===== src/rtl/slide_pkg.sv =====
/*
 * Sizes assume 64-bit elements only and power-of-two lane and word counts,
 * so a register address is the register number concatenated with the word index
 */
package slide_pkg;

  //////////////////////////////////////////////////
  // Sizes
  //////////////////////////////////////////////////

  // One 64-bit element per lane per register word
  localparam int unsigned NrLanes          = 4;
  localparam int unsigned ElemWidth        = 64;
  localparam int unsigned StrbWidth        = ElemWidth / 8;
  localparam int unsigned VlenElems        = 32;
  localparam int unsigned WordsPerReg      = VlenElems / NrLanes;
  // Instruction id space, one done bit per id
  localparam int unsigned NrVInsn          = 8;
  localparam int unsigned InsnQueueDepth   = 2;
  localparam int unsigned ResultQueueDepth = 2;

  //////////////////////////////////////////////////
  // Derived widths
  //////////////////////////////////////////////////

  localparam int unsigned LaneIdxWidth   = $clog2(NrLanes);
  localparam int unsigned WordIdxWidth   = $clog2(WordsPerReg);
  localparam int unsigned InsnPntWidth   = $clog2(InsnQueueDepth);
  localparam int unsigned ResultPntWidth = $clog2(ResultQueueDepth);

  //////////////////////////////////////////////////
  // Types
  //////////////////////////////////////////////////

  typedef enum logic {
    SLIDE_UP,
    SLIDE_DOWN
  } slide_op_e;

  typedef logic [ElemWidth-1:0]          elem_t;
  typedef logic [StrbWidth-1:0]          strb_t;
  typedef logic [$clog2(NrVInsn)-1:0]    vid_t;
  // Holds 0 up to VlenElems inclusive
  typedef logic [$clog2(VlenElems):0]    vl_t;
  typedef logic [4:0]                    vreg_t;
  typedef logic [$bits(vreg_t)+WordIdxWidth-1:0] vaddr_t;
  // Element pointer inside a word, 0 up to NrLanes inclusive
  typedef logic [LaneIdxWidth:0]         elem_pnt_t;

endpackage


===== src/rtl/slide_insn_queue.sv =====
/*
 * Circular store of in-flight slides, one entry per uncommitted instruction
 * An entry leaves issue on the engine's last word and commit on the last drain
 */
module slide_insn_queue (
  input  logic                         clk_i,
  input  logic                         rst_ni,
  // Request side
  input  logic                         req_valid_i,
  output logic                         req_ready_o,
  input  slide_pkg::slide_op_e         req_op_i,
  input  slide_pkg::vid_t              req_id_i,
  input  slide_pkg::vl_t               req_vl_i,
  input  slide_pkg::vl_t               req_stride_i,
  input  slide_pkg::vreg_t             req_vd_i,
  // Issue entry towards the engine
  output logic                         issue_valid_o,
  output slide_pkg::slide_op_e         issue_op_o,
  output slide_pkg::vid_t              issue_id_o,
  output slide_pkg::vl_t               issue_vl_o,
  output slide_pkg::vl_t               issue_stride_o,
  output slide_pkg::vreg_t             issue_vd_o,
  input  logic                         issue_done_i,
  // Commit side
  input  logic                         drain_last_i,
  output logic [slide_pkg::NrVInsn-1:0] done_o
);
  import slide_pkg::*;

  // Instruction store
  slide_op_e op_q     [InsnQueueDepth];
  vid_t      id_q     [InsnQueueDepth];
  vl_t       vl_q     [InsnQueueDepth];
  vl_t       stride_q [InsnQueueDepth];
  vreg_t     vd_q     [InsnQueueDepth];

  // Pointers for the three phases and the counts of pending entries
  logic [InsnPntWidth-1:0] accept_pnt_q, issue_pnt_q, commit_pnt_q;
  logic [InsnPntWidth:0]   issue_cnt_q, commit_cnt_q;
  logic                    accept;

  // Room while fewer than InsnQueueDepth are uncommitted
  assign req_ready_o = (commit_cnt_q < InsnQueueDepth);
  assign accept      = req_valid_i && req_ready_o;

  // Issue entry is the oldest one not yet run by the engine
  assign issue_valid_o  = (issue_cnt_q != '0);
  assign issue_op_o     = op_q[issue_pnt_q];
  assign issue_id_o     = id_q[issue_pnt_q];
  assign issue_vl_o     = vl_q[issue_pnt_q];
  assign issue_stride_o = stride_q[issue_pnt_q];
  assign issue_vd_o     = vd_q[issue_pnt_q];

  always_ff @(posedge clk_i) begin
    if (accept) begin
      op_q[accept_pnt_q]     <= req_op_i;
      id_q[accept_pnt_q]     <= req_id_i;
      vl_q[accept_pnt_q]     <= req_vl_i;
      stride_q[accept_pnt_q] <= req_stride_i;
      vd_q[accept_pnt_q]     <= req_vd_i;
    end
  end

  always_ff @(posedge clk_i or negedge rst_ni) begin
    if (!rst_ni) begin
      accept_pnt_q <= '0;
      issue_pnt_q  <= '0;
      commit_pnt_q <= '0;
      issue_cnt_q  <= '0;
      commit_cnt_q <= '0;
      done_o       <= '0;
    end else begin
      if (accept) begin
        accept_pnt_q <= (accept_pnt_q == InsnQueueDepth - 1) ? '0 : accept_pnt_q + 1'b1;
      end
      if (issue_done_i) begin
        issue_pnt_q <= (issue_pnt_q == InsnQueueDepth - 1) ? '0 : issue_pnt_q + 1'b1;
      end
      if (drain_last_i) begin
        commit_pnt_q <= (commit_pnt_q == InsnQueueDepth - 1) ? '0 : commit_pnt_q + 1'b1;
      end
      issue_cnt_q  <= issue_cnt_q + accept - issue_done_i;
      commit_cnt_q <= commit_cnt_q + accept - drain_last_i;
      // One-cycle done pulse for the id whose last word just retired
      done_o <= drain_last_i ? (NrVInsn'(1) << id_q[commit_pnt_q]) : '0;
    end
  end

endmodule


===== src/rtl/slide_engine.sv =====
/*
 * Moves elements from the operand stream into destination words, 64-bit elements only
 * Slide-down operands must start at source word stride / NrLanes
 */
module slide_engine (
  input  logic                                           clk_i,
  input  logic                                           rst_ni,
  // Issue entry
  input  logic                                           issue_valid_i,
  input  slide_pkg::slide_op_e                           issue_op_i,
  input  slide_pkg::vid_t                                issue_id_i,
  input  slide_pkg::vl_t                                 issue_vl_i,
  input  slide_pkg::vl_t                                 issue_stride_i,
  input  slide_pkg::vreg_t                               issue_vd_i,
  output logic                                           issue_done_o,
  // Operand stream, one word across all lanes
  input  slide_pkg::elem_t [slide_pkg::NrLanes-1:0]      operand_i,
  input  logic [slide_pkg::NrLanes-1:0]                  operand_valid_i,
  output logic [slide_pkg::NrLanes-1:0]                  operand_ready_o,
  // Result word towards the staging queue
  input  logic                                           full_i,
  output logic                                           push_o,
  output slide_pkg::vid_t                                push_id_o,
  output slide_pkg::vaddr_t                              push_addr_o,
  output slide_pkg::elem_t [slide_pkg::NrLanes-1:0]      push_wdata_o,
  output slide_pkg::strb_t [slide_pkg::NrLanes-1:0]      push_be_o,
  output logic                                           push_last_o
);
  import slide_pkg::*;

  typedef enum logic {
    IDLE,
    RUN
  } state_e;

  state_e                  state_d, state_q;
  // Element pointers inside the current input and output words
  elem_pnt_t               in_pnt_d, in_pnt_q;
  elem_pnt_t               out_pnt_d, out_pnt_q;
  // Destination word index and elements still to move
  logic [WordIdxWidth-1:0] word_d, word_q;
  vl_t                     rem_d, rem_q;
  // Partially built destination word
  elem_t [NrLanes-1:0]     acc_wdata_q;
  strb_t [NrLanes-1:0]     acc_be_d, acc_be_q;

  elem_pnt_t in_room, out_room, move_cnt;
  logic      fire, last;

  assign in_room  = elem_pnt_t'(NrLanes) - in_pnt_q;
  assign out_room = elem_pnt_t'(NrLanes) - out_pnt_q;

  // Elements moved this cycle, capped by both words and the remaining count
  always_comb begin
    move_cnt = (in_room < out_room) ? in_room : out_room;
    if (rem_q < vl_t'(move_cnt)) begin
      move_cnt = elem_pnt_t'(rem_q);
    end
  end

  // A whole operand word and room downstream are needed
  assign fire = (state_q == RUN) && (&operand_valid_i) && !full_i;
  assign last = (rem_q <= vl_t'(move_cnt));

  assign push_id_o   = issue_id_i;
  assign push_addr_o = {issue_vd_i, word_q};

  //////////////////////////////////////////////////
  // Lane copy and FSM
  //////////////////////////////////////////////////

  always_comb begin
    state_d         = state_q;
    in_pnt_d        = in_pnt_q;
    out_pnt_d       = out_pnt_q;
    word_d          = word_q;
    rem_d           = rem_q;
    acc_be_d        = acc_be_q;
    issue_done_o    = 1'b0;
    operand_ready_o = '0;
    push_o          = 1'b0;
    push_last_o     = 1'b0;

    // Output lanes in the moving window take their source lane, others keep the word
    push_wdata_o = acc_wdata_q;
    push_be_o    = acc_be_q;
    for (int o = 0; o < NrLanes; o++) begin
      if (o >= out_pnt_q && o < out_pnt_q + move_cnt) begin
        push_wdata_o[o] = operand_i[LaneIdxWidth'(o + in_pnt_q - out_pnt_q)];
        push_be_o[o]    = '1;
      end
    end

    unique case (state_q)
      IDLE: begin
        if (issue_valid_i) begin
          state_d  = RUN;
          acc_be_d = '0;
          if (issue_op_i == SLIDE_UP) begin
            // Read from element 0, write from the stride onwards
            in_pnt_d  = '0;
            out_pnt_d = elem_pnt_t'(issue_stride_i[LaneIdxWidth-1:0]);
            word_d    = issue_stride_i[LaneIdxWidth +: WordIdxWidth];
            rem_d     = issue_vl_i - issue_stride_i;
          end else begin
            // Read from the stride onwards, write from element 0
            in_pnt_d  = elem_pnt_t'(issue_stride_i[LaneIdxWidth-1:0]);
            out_pnt_d = '0;
            word_d    = '0;
            rem_d     = issue_vl_i;
          end
        end
      end
      RUN: begin
        if (fire) begin
          in_pnt_d  = in_pnt_q + move_cnt;
          out_pnt_d = out_pnt_q + move_cnt;
          rem_d     = rem_q - vl_t'(move_cnt);
          acc_be_d  = push_be_o;
          // Input word used up, take the next one
          if (in_pnt_d == NrLanes || last) begin
            in_pnt_d        = '0;
            operand_ready_o = '1;
          end
          // Output word complete, hand it to staging
          if (out_pnt_d == NrLanes || last) begin
            out_pnt_d   = '0;
            word_d      = word_q + 1'b1;
            acc_be_d    = '0;
            push_o      = 1'b1;
            push_last_o = last;
          end
          if (last) begin
            state_d      = IDLE;
            issue_done_o = 1'b1;
          end
        end
      end
      default: state_d = IDLE;
    endcase
  end

  always_ff @(posedge clk_i or negedge rst_ni) begin
    if (!rst_ni) begin
      state_q   <= IDLE;
      in_pnt_q  <= '0;
      out_pnt_q <= '0;
      word_q    <= '0;
      rem_q     <= '0;
      acc_be_q  <= '0;
    end else begin
      state_q   <= state_d;
      in_pnt_q  <= in_pnt_d;
      out_pnt_q <= out_pnt_d;
      word_q    <= word_d;
      rem_q     <= rem_d;
      acc_be_q  <= acc_be_d;
    end
  end

  always_ff @(posedge clk_i) begin
    if (fire) begin
      acc_wdata_q <= push_wdata_o;
    end
  end

endmodule


===== src/rtl/slide_result_queue.sv =====
/*
 * Result words wait here until every written lane is granted
 * Lanes without strobes never request, and a word with no strobes retires at once
 */
module slide_result_queue (
  input  logic                                      clk_i,
  input  logic                                      rst_ni,
  // Push side from the engine
  input  logic                                      push_i,
  input  slide_pkg::vid_t                           push_id_i,
  input  slide_pkg::vaddr_t                         push_addr_i,
  input  slide_pkg::elem_t [slide_pkg::NrLanes-1:0] push_wdata_i,
  input  slide_pkg::strb_t [slide_pkg::NrLanes-1:0] push_be_i,
  input  logic                                      push_last_i,
  output logic                                      full_o,
  // Lane write ports
  output logic [slide_pkg::NrLanes-1:0]             result_req_o,
  output slide_pkg::vid_t                           result_id_o,
  output slide_pkg::vaddr_t                         result_addr_o,
  output slide_pkg::elem_t [slide_pkg::NrLanes-1:0] result_wdata_o,
  output slide_pkg::strb_t [slide_pkg::NrLanes-1:0] result_be_o,
  input  logic [slide_pkg::NrLanes-1:0]             result_gnt_i,
  output logic                                      drain_last_o
);
  import slide_pkg::*;

  // Entry payload
  vid_t                  id_q    [ResultQueueDepth];
  vaddr_t                addr_q  [ResultQueueDepth];
  logic                  last_q  [ResultQueueDepth];
  elem_t [NrLanes-1:0]   wdata_q [ResultQueueDepth];
  strb_t [NrLanes-1:0]   be_q    [ResultQueueDepth];
  // Lanes of each entry still waiting for a grant
  logic  [NrLanes-1:0]   valid_q [ResultQueueDepth];

  logic [ResultPntWidth-1:0] wr_pnt_q, rd_pnt_q;
  logic [ResultPntWidth:0]   cnt_q;
  logic [NrLanes-1:0]        push_lanes;
  logic                      retire;

  always_comb begin
    for (int l = 0; l < NrLanes; l++) begin
      push_lanes[l] = |push_be_i[l];
    end
  end

  assign full_o = (cnt_q == ResultQueueDepth);

  // Head entry drives the lanes
  assign result_req_o   = valid_q[rd_pnt_q];
  assign result_id_o    = id_q[rd_pnt_q];
  assign result_addr_o  = addr_q[rd_pnt_q];
  assign result_wdata_o = wdata_q[rd_pnt_q];
  assign result_be_o    = be_q[rd_pnt_q];

  // Head retires once its last pending lane is granted
  assign retire       = (cnt_q != '0) && ((valid_q[rd_pnt_q] & ~result_gnt_i) == '0);
  assign drain_last_o = retire && last_q[rd_pnt_q];

  always_ff @(posedge clk_i) begin
    if (push_i) begin
      id_q[wr_pnt_q]    <= push_id_i;
      addr_q[wr_pnt_q]  <= push_addr_i;
      last_q[wr_pnt_q]  <= push_last_i;
      wdata_q[wr_pnt_q] <= push_wdata_i;
      be_q[wr_pnt_q]    <= push_be_i;
    end
  end

  always_ff @(posedge clk_i or negedge rst_ni) begin
    if (!rst_ni) begin
      for (int i = 0; i < ResultQueueDepth; i++) begin
        valid_q[i] <= '0;
      end
      wr_pnt_q <= '0;
      rd_pnt_q <= '0;
      cnt_q    <= '0;
    end else begin
      for (int i = 0; i < ResultQueueDepth; i++) begin
        // Push never targets the head while it is still pending
        if (push_i && wr_pnt_q == ResultPntWidth'(i)) begin
          valid_q[i] <= push_lanes;
        end else if (rd_pnt_q == ResultPntWidth'(i)) begin
          valid_q[i] <= valid_q[i] & ~result_gnt_i;
        end
      end
      if (push_i) begin
        wr_pnt_q <= (wr_pnt_q == ResultQueueDepth - 1) ? '0 : wr_pnt_q + 1'b1;
      end
      if (retire) begin
        rd_pnt_q <= (rd_pnt_q == ResultQueueDepth - 1) ? '0 : rd_pnt_q + 1'b1;
      end
      cnt_q <= cnt_q + push_i - retire;
    end
  end

endmodule


===== src/rtl/slide_unit.sv =====
/*
 * Slide-up and slide-down on 64-bit elements, no masking and no reductions
 * Requests need 1 <= vl <= VlenElems and stride < vl
 */
module slide_unit (
  input  logic                                      clk_i,
  input  logic                                      rst_ni,
  // Request side
  input  logic                                      req_valid_i,
  output logic                                      req_ready_o,
  input  slide_pkg::slide_op_e                      req_op_i,
  input  slide_pkg::vid_t                           req_id_i,
  input  slide_pkg::vl_t                            req_vl_i,
  input  slide_pkg::vl_t                            req_stride_i,
  input  slide_pkg::vreg_t                          req_vd_i,
  // Operand side
  input  slide_pkg::elem_t [slide_pkg::NrLanes-1:0] operand_i,
  input  logic [slide_pkg::NrLanes-1:0]             operand_valid_i,
  output logic [slide_pkg::NrLanes-1:0]             operand_ready_o,
  // Result side
  output logic [slide_pkg::NrLanes-1:0]             result_req_o,
  output slide_pkg::vid_t                           result_id_o,
  output slide_pkg::vaddr_t                         result_addr_o,
  output slide_pkg::elem_t [slide_pkg::NrLanes-1:0] result_wdata_o,
  output slide_pkg::strb_t [slide_pkg::NrLanes-1:0] result_be_o,
  input  logic [slide_pkg::NrLanes-1:0]             result_gnt_i,
  // Done side
  output logic [slide_pkg::NrVInsn-1:0]             done_o
);
  import slide_pkg::*;

  // Issue entry
  logic      issue_valid, issue_done;
  slide_op_e issue_op;
  vid_t      issue_id;
  vl_t       issue_vl, issue_stride;
  vreg_t     issue_vd;

  // Engine to staging
  logic                push, push_last, full, drain_last;
  vid_t                push_id;
  vaddr_t              push_addr;
  elem_t [NrLanes-1:0] push_wdata;
  strb_t [NrLanes-1:0] push_be;

  slide_insn_queue insn_queue_inst (
    .clk_i          (clk_i),
    .rst_ni         (rst_ni),
    .req_valid_i    (req_valid_i),
    .req_ready_o    (req_ready_o),
    .req_op_i       (req_op_i),
    .req_id_i       (req_id_i),
    .req_vl_i       (req_vl_i),
    .req_stride_i   (req_stride_i),
    .req_vd_i       (req_vd_i),
    .issue_valid_o  (issue_valid),
    .issue_op_o     (issue_op),
    .issue_id_o     (issue_id),
    .issue_vl_o     (issue_vl),
    .issue_stride_o (issue_stride),
    .issue_vd_o     (issue_vd),
    .issue_done_i   (issue_done),
    .drain_last_i   (drain_last),
    .done_o         (done_o)
  );

  slide_engine engine_inst (
    .clk_i           (clk_i),
    .rst_ni          (rst_ni),
    .issue_valid_i   (issue_valid),
    .issue_op_i      (issue_op),
    .issue_id_i      (issue_id),
    .issue_vl_i      (issue_vl),
    .issue_stride_i  (issue_stride),
    .issue_vd_i      (issue_vd),
    .issue_done_o    (issue_done),
    .operand_i       (operand_i),
    .operand_valid_i (operand_valid_i),
    .operand_ready_o (operand_ready_o),
    .full_i          (full),
    .push_o          (push),
    .push_id_o       (push_id),
    .push_addr_o     (push_addr),
    .push_wdata_o    (push_wdata),
    .push_be_o       (push_be),
    .push_last_o     (push_last)
  );

  slide_result_queue result_queue_inst (
    .clk_i          (clk_i),
    .rst_ni         (rst_ni),
    .push_i         (push),
    .push_id_i      (push_id),
    .push_addr_i    (push_addr),
    .push_wdata_i   (push_wdata),
    .push_be_i      (push_be),
    .push_last_i    (push_last),
    .full_o         (full),
    .result_req_o   (result_req_o),
    .result_id_o    (result_id_o),
    .result_addr_o  (result_addr_o),
    .result_wdata_o (result_wdata_o),
    .result_be_o    (result_be_o),
    .result_gnt_i   (result_gnt_i),
    .drain_last_o   (drain_last)
  );

endmodule


===== config.mk =====
export PLATFORM = sky130hd
export DESIGN_NAME = slide_unit
export DESIGN_NICKNAME = d
export VERILOG_FILES = /design/src/rtl/slide_pkg.sv /design/src/rtl/slide_insn_queue.sv /design/src/rtl/slide_engine.sv /design/src/rtl/slide_result_queue.sv /design/src/rtl/slide_unit.sv
export SDC_FILE = /design/constraint.sdc
export NUM_CORES = 2
export LEC_CHECK = 0
export BUFFER_PORTS_ARGS = -buffer_cell sky130_fd_sc_hd__buf_4
export CAP_MARGIN = 20
export CORE_UTILIZATION = 30
export CTS_BUF_LIST = sky130_fd_sc_hd__clkbuf_8
export CTS_CLUSTER_SIZE = 8
export DETAILED_ROUTE_END_ITERATION = 10
export PLACE_DENSITY = 0.49
export REMOVE_ABC_BUFFERS = 1
export SYNTH_ARGS = -nofsm -noshare
export SYNTH_HDL_FRONTEND = slang
export SYNTH_SLANG_ARGS = --single-unit

===== constraint.sdc =====
create_clock -name clk_i -period 35.8 [get_ports clk_i]
set_input_delay 1.79 -clock clk_i [delete_from_list [all_inputs] [get_ports clk_i]]
set_output_delay 1.79 -clock clk_i [all_outputs]
set_load 0.005 [all_outputs]

# Word level (Yosys, flattened, before mapping)
# Memory sizes are Yosys's and may differ from the RTL's.
# Index checks and enable logic that the tools add are counted.
dict set report classes {
  n_addsub 26
  n_lt_le_gt_ge 17
  eq_ne 7
  n_shift 1
  mux 74
  bitwise_logic 7
  reduce_logical 25
}
# op n
set op_table {}
lappend op_table {{binary-select mux 64 bit (select 2 bit)} 4}
lappend op_table {{two-way mux 64 bit} 8}
lappend op_table {{two-way mux 32 bit} 3}
lappend op_table {{< comparator 1 x 32 -> 1 bit (first input constant)} 2}
lappend op_table {{< comparator 2 x 32 -> 1 bit (first input constant)} 2}
lappend op_table {{case mux 32 bit (2 select lines)} 1}
lappend op_table {{two-way mux 4 bit} 10}
lappend op_table {{two-way mux 8 bit} 5}
lappend op_table {{two-way mux 3 bit} 12}
lappend op_table {{OR reduction 8 bit} 4}
lappend op_table {{two-way mux 1 bit} 21}
lappend op_table {{two-way mux 6 bit} 3}
lappend op_table {{case mux 3 bit (2 select lines)} 3}
lappend op_table {{AND 4 bit} 3}
lappend op_table {{< comparator 2 x 3 -> 1 bit (second input constant)} 4}
lappend op_table {{case mux 6 bit (2 select lines)} 1}
lappend op_table {{logical AND 1 bit} 11}
lappend op_table {{<< shifter 1 x 3 -> 8 bit (first input constant)} 1}
lappend op_table {{subtractor 2 bit} 4}
lappend op_table {{adder 2 x 1 -> 2 bit} 3}
lappend op_table {{adder 3 bit} 2}
lappend op_table {{equality test 3 bit (second input constant)} 2}
lappend op_table {{greater-or-equal comparator 1 x 3 -> 1 bit (first input constant)} 2}
lappend op_table {{greater-or-equal comparator 2 x 3 -> 1 bit (first input constant)} 2}
lappend op_table {{other kinds (29)} 44}
dict set report totals {
  register_bits 331
  ramBits 642
  input_bits 288
  wordCells 191
  mem_count 10
}
# memory words word_bits rd rd_ports_with_merged_regs write_ports line
set memory_table {}
lappend memory_table {result_queue_inst.wdata_q 2 256 1 0 1 slide_result_queue.sv:31} ;# elem_t [NrLanes-1:0] wdata_q [ResultQueueDepth];
lappend memory_table {result_queue_inst.be_q 2 32 1 0 1 slide_result_queue.sv:32} ;# strb_t [NrLanes-1:0] be_q [ResultQueueDepth];
lappend memory_table {result_queue_inst.addr_q 2 8 1 0 1 slide_result_queue.sv:29} ;# vaddr_t addr_q [ResultQueueDepth];
lappend memory_table {insn_queue_inst.stride_q 2 6 1 0 1 slide_insn_queue.sv:34} ;# vl_t stride_q [InsnQueueDepth];
lappend memory_table {insn_queue_inst.vl_q 2 6 1 0 1 slide_insn_queue.sv:33} ;# vl_t vl_q [InsnQueueDepth];
lappend memory_table {insn_queue_inst.vd_q 2 5 1 0 1 slide_insn_queue.sv:35} ;# vreg_t vd_q [InsnQueueDepth];
lappend memory_table {{+4 memories} -- -- -- -- -- --}

# Longest topological paths before layout
dict set report logic_depth {
  depth_word 13
  depth_mapped 24
  mapped_depth_nobuf 24
}

# Cells and area by module
# Synthesis repeated with hierarchy kept, for this count alone.
dict set report unflattened {
  hier_cells 2334
  hier_area_um2 45349.7
}
# module instances cells_per_inst area_per_inst_um2 seq_area_each_um2
set modules_own_cells {}
lappend modules_own_cells {slide_result_queue 1 1006 22311.4 18317.6}
lappend modules_own_cells {slide_engine 1 1204 20880.0 8888.5}
lappend modules_own_cells {slide_insn_queue 1 124 2158.3 1636.6}

# Least setup slack after synthesis
# Ideal clock, no wire load.
dict set report synth_path {
  path_kind {register to register}
  from {register engine_inst.out_pnt_q[1]}
  to {register result_queue_inst.valid_q[4] (netlist name)}
  setup_time_ns 0.497
  arrival_ns 13.014
  t_required_ns 35.303
  slack_ns 22.288
  stages_incl_launch_ff 22
  path_buffers 1
  synth_period_minus_slack_ns 13.512
  cell_sequence {dfrtp_1 inv_1 ha_1 ha_1 inv_1 ha_1 nor3b_1 nor3_1 mux2i_1 ha_1 a31oi_1 o21ai_0 nor2_1 a21oi_1 inv_1 fa_1 a21oi_1 o21ai_1 a21oi_1 nor2b_1 clkbuf_1 mux2i_1}
}
dict set report synth_via {
  elab_chain_len 13
  elab_cells_between_ends 21
  classes_between {3 x add/sub; 5 x order compare; 2 x eq/ne; 7 x mux; 4 x reduce/logical}
}
# item line
set synth_lines {}
lappend synth_lines {{start, declared} slide_engine.sv:39} ;# elem_pnt_t out_pnt_d, out_pnt_q;
lappend synth_lines {{start signal, assigned} slide_engine.sv:154} ;# out_pnt_q <= out_pnt_d;
lappend synth_lines {{parallel branches: the longest is 13 deep, another holds < comparator 1 x 32 -> 1 bit} --}
lappend synth_lines {{end signal, assigned by index} slide_result_queue.sv:82} ;# valid_q[i] <= push_lanes;
lappend synth_lines {{end signal, assigned by index} slide_result_queue.sv:84} ;# valid_q[i] <= valid_q[i] & ~result_gnt_i;
lappend synth_lines {{end, declared} slide_result_queue.sv:34} ;# logic [NrLanes-1:0] valid_q [ResultQueueDepth];
# Several ways; the timed one is not identified.
# A chain may end at the register's enable or synchronous reset.

# Final worst setup path
dict set report layout_path {
  from {register engine_inst.out_pnt_q[0]}
  to {memory result_queue_inst.wdata_q[0][49] (netlist name) (enable)}
}
dict set report layout_via {
  elab_chain_len 13
  elab_cells_between_ends 14
  classes_between {2 x add/sub; 3 x order compare; 1 x eq/ne; 7 x mux; 1 x reduce/logical}
}
# item line
set layout_lines {}
lappend layout_lines {{subtractor 3 bit} slide_engine.sv:51} ;# assign out_room = elem_pnt_t'(NrLanes) - out_pnt_q;
lappend layout_lines {{< comparator 3 bit} slide_engine.sv:55} ;# move_cnt = (in_room < out_room) ? in_room : out_room;
lappend layout_lines {{two-way mux 3 bit} slide_engine.sv:55}
lappend layout_lines {{< comparator 6 x 3 -> 1 bit} slide_engine.sv:56} ;# if (rem_q < vl_t'(move_cnt)) begin
lappend layout_lines {{two-way mux 3 bit} slide_engine.sv:56}
lappend layout_lines {{adder 3 bit} slide_engine.sv:117} ;# out_pnt_d = out_pnt_q + move_cnt;
lappend layout_lines {{equality test 3 bit} slide_engine.sv:126} ;# if (out_pnt_d == NrLanes || last) begin
lappend layout_lines {{logical OR 1 bit *} slide_engine.sv:126}
lappend layout_lines {{two-way mux 1 bit *} slide_engine.sv:126}
lappend layout_lines {{two-way mux 1 bit *} slide_engine.sv:115} ;# if (fire) begin
lappend layout_lines {{two-way mux 1 bit *} slide_engine.sv:94} ;# unique case (state_q)
lappend layout_lines {{two-way mux 1 bit *} slide_result_queue.sv:61} ;# if (push_i) begin
lappend layout_lines {{two-way mux 1 bit (not written as such) *} slide_result_queue.sv:65} ;# wdata_q[wr_pnt_q] <= push_wdata_i;
lappend layout_lines {{end, declared} slide_result_queue.sv:31}
# Every way passes the cells marked *; elsewhere a longest branch is shown, timed or not.

==> results.cfg <==
[cts]
clock_latency_ps = 910
clk_pin_slew_ps = 60
cts.sinks = 973
clockRootBuffer = clkbuf_8
cts_resized = 0
cts_buffers = 174
clockBufferDepth = 3
postCtsSetupBuffers = 0
cts_hold_buf = 0
cts_tree = done
cts_max_level = 4

[yosys]
yosys-top-cells-area = edfxtp_1 61%, mux2_2 15%, mux4_2 13%, dfrtp_1 4.2%, ha_1 0.88%
async_flop_share_pct = 7.71
netlist_area_um2 = 44200
synth-seq-area-share_pct = 65.2
synth_edf_count = 898
synth_top_area_share_pct = 61.0
synth.distinct_cells = 59
yosysTopAreaCell = edfxtp_1
synthFlopType = edfxtp_1
syn_inst = 2338
ys_ff_latch = 973
syn_avg_cell_area_um2 = 18.9
ys_warn_count = 0

[timing]
worst_pin_slew_ps = 1100
rsz0062_at_grt = false
timing.fmax_mhz = 118
timing.setup.tns_ps = 0
drv_slew = 0
setup_viol_count_final = 0
final.min_clock_period_ps = 8480
max_slew_margin_pct = 26.8
fin_crit_sh_pct = 23.7
fin_skew_ps = 41.0
hold_viol = 0

[pwr]
p_clk_share_pct = 18.0
p_switching_mw = 1.98
p_seq_share_pct = 31.1
powerDensity_nw_per_um2 = 100
cellLeakagePower_nw = 19.2
internal_power_mw = 3.47
ir_drop_uv = 118
combPwrFrac_pct = 50.9
swShare_pct = 36.3

[floorplanning]
coreArea_um2 = 146000
io_pins = 604
die_width_um = 386
start_util_pct = 30.3
dieArea_um2 = 149000
die_h_um = 386
rows = 140

[detailed_routing]
dr.pass1.iters = 5
wl_per_cell_um = 25.0
drt-met1-wl_mm = 51.3
wl_mm = 127
drtIter0Drc = 1275
vias_per_cell = 4.95
top_layer_used = met5
via_count = 25200
wl_met2_mm = 63.3
met3WireLength_mm = 9.24
antenna_left = 0
drc = 0

[grt]
track_usage_pct = 16.8
grt_max_degree = 131
antenna_found_initial = 14
overflow = 0
grt_pass1_wl_mm = 182
grt_pass1_vias = 26400

[setup_path]
cp.arrival_ps = 9000
worstSetupPathType = flop to flop
r2r_cells = 23
r2r_slack_ps = 27320
startpoint_type = flop
reg2reg_from = engine_inst.out_pnt_q[0]
end_kind = flop
required_ps = 36310
r2r_end = result_queue_inst.wdata_q[0][49]
critPathMaxFanout = 60

[layout]
nets = 3345
fin_cells = 5089
area_growth_syn_to_layout_pct = 22.9
final.fill_count = 13600
drive_gt1_share_pct = 54.1

[placement]
place_congestion = 0.793
dp.cells = 4760
place_hpwl_mm = 81.6
portBuffers = 603

[min_path]
hold_path_end = engine_inst.acc_be_q[27]
whs_path_depth = 2
hold_start = engine_inst.acc_be_q[27]
min_path_type = flop to flop

[outcome]
outcome = finished, final reports clean

[job]
drv_cap = 0
-- registers in the layout, summed over array words and instances (netlist names), 6 cells and up --
| register | count |
|---|---|
| result_queue_inst.be_q | 64 |
| insn_queue_inst.stride_q | 12 |
| insn_queue_inst.id_q | 6 |
| engine_inst.acc_be_q | 32 |
| insn_queue_inst.done_o | 8 |
| result_queue_inst.addr_q | 16 |
| engine_inst.rem_q | 6 |
| result_queue_inst.id_q | 6 |
| engine_inst.acc_wdata_q | 256 |
| result_queue_inst.valid_q | 8 |
| insn_queue_inst.vd_q | 10 |
| result_queue_inst.wdata_q | 512 |
| insn_queue_inst.vl_q | 12 |
-- worst max-delay path, cell delays in order (launching register included) --
cell,delay [ps]
dfrtp_1,500
inv_1,190
ha_1,240
ha_1,320
inv_1,50
ha_1,300
nor3b_1,340
nor3_1,150
mux2i_1,170
ha_1,340
a31oi_1,80
o21ai_0,360
nor2_1,80
a21oi_1,270
ha_1,230
inv_1,60
fa_1,510
nor2b_1,210
nand2_1,130
a21oi_1,430
nor2b_4,600
buf_4,790
buf_4,870
buf_4,670
-- routing by layer --
| metal | GRT usage [%] | up-vias |
|---|---|---|
| met2 | 28.1 | 847 |
| li1 | - | 10900 |
| met4 | 5.21 | 18 |
| met1 | 20.6 | 13200 |
| met3 | 5.25 | 193 |
| met5 | 0 | - |
-- layout make-up --
cell class | instances | area (µm²) | area share (%)
tap | 1917 | 2400 | 4.41
timing repair buffer | 642 | 4870 | 8.97
antenna | 6 | 15.0 | 0.0276
multi-input combinational | 1195 | 14800 | 27.2
clock inverter | 135 | 724 | 1.33
clock buffer | 185 | 2550 | 4.69
sequential | 973 | 28800 | 53.1
inverter | 36 | 155 | 0.286
-- worst max-delay path by stage --
stage / from / to / slack [ps] / depth (start not counted)
CTS: engine_inst.out_pnt_q[0] / result_queue_inst.wdata_q[0][15] / 27260 / 23
floorplan: engine_inst.out_pnt_q[1] / result_queue_inst.valid_q[4] / 16950 / 20
global placement: engine_inst.out_pnt_q[0] / result_queue_inst.wdata_q[0][207] / 27420 / 23
detailed placement: engine_inst.out_pnt_q[0] / result_queue_inst.wdata_q[0][49] / 27310 / 23
global route: engine_inst.out_pnt_q[0] / result_queue_inst.wdata_q[0][79] / 26700 / 23
finish: engine_inst.out_pnt_q[0] / result_queue_inst.wdata_q[0][49] / 27320 / 23
-- logic make-up (layout without fill, tap and decap cells) --
kind of cell    count (synthesis)  after routing  share of synthesized area (%)
mux                           849            849                           28.1
compound gates                 88             88                           1.28
fa+ha+maj                      35             35                           1.06
buf+inv                       170            998                           1.56
flops                         973            973                           65.2
other cells                     0              6                              0
xor+xnor                       23             23                          0.489
simple gates                  200            200                           2.31
-- power by group through the flow --
stage / Clock (mW) / Combinational [mW] / Sequential [mW]
after detailed placement: 0 / 2.84 / 1.72
final: 0.982 / 2.77 / 1.70
after global placement: 0 / 2.78 / 1.72
after global routing: 1.07 / 3.01 / 1.71
after floorplan: 0 / 2.30 / 1.76
after CTS: 1.02 / 2.85 / 1.70
-- Yosys cell counts (all sizes together), types with 2 or more instances --
master,count
buf,43
xnor2,14
o311ai,2
o21ai,27
nor4,6
a221oi,4
nor2b,12
and2,6
xor2,9
ha,31
nand4,2
nand3b,2
and3,9
a311oi,2
a21oi,23
a31oi,3
nand2,29
edfxtp,898
a21boi,2
o31ai,4
dfrtp,75
nand2b,37
nor3,14
a21o,6
nor2,68
nand3,8
fa,4
mux2,574
clkbuf,91
a22o,2
inv,36
mux4,256
o21a,7
mux2i,19
-- metrics by stage --
stage          hold slack [ps]  power, mW  util, %  cell area (µm²)  worst slack, ps
6_report                   489       5.45     37.2            54300            27320
5_1_grt                    521       5.78     37.2            54300            26700
4_1_cts                    497       5.57     37.2            54300            27260
2_1_floorplan              455       4.05        -            43700            16950
3_5_place_dp               483       4.56     35.0            51000            27310
3_3_place_gp               478       4.50     35.0            51000            27420
-- cell usage in the layout (no fill, tap or decap), types with 9 or more instances in the layout --
cell      Yosys  routed
ha_1         31      30
clkbuf_8      0     185
clkinv_1      0      52
inv_1        35      85
mux4_2      256     256
nor2b_1      11       9
nor3_1       14      14
mux2_2      574     574
mux2i_1      19      19
edfxtp_1    898     898
clkinv_2      0      13
xnor2_1      13      12
a21oi_1      23      23
nand2b_1     37      37
buf_4         3     638
dfrtp_1      75      74
nor2_1       68      67
nand2_1      29      29
o21ai_0      24      23
(Power assumes the default switching activity.)
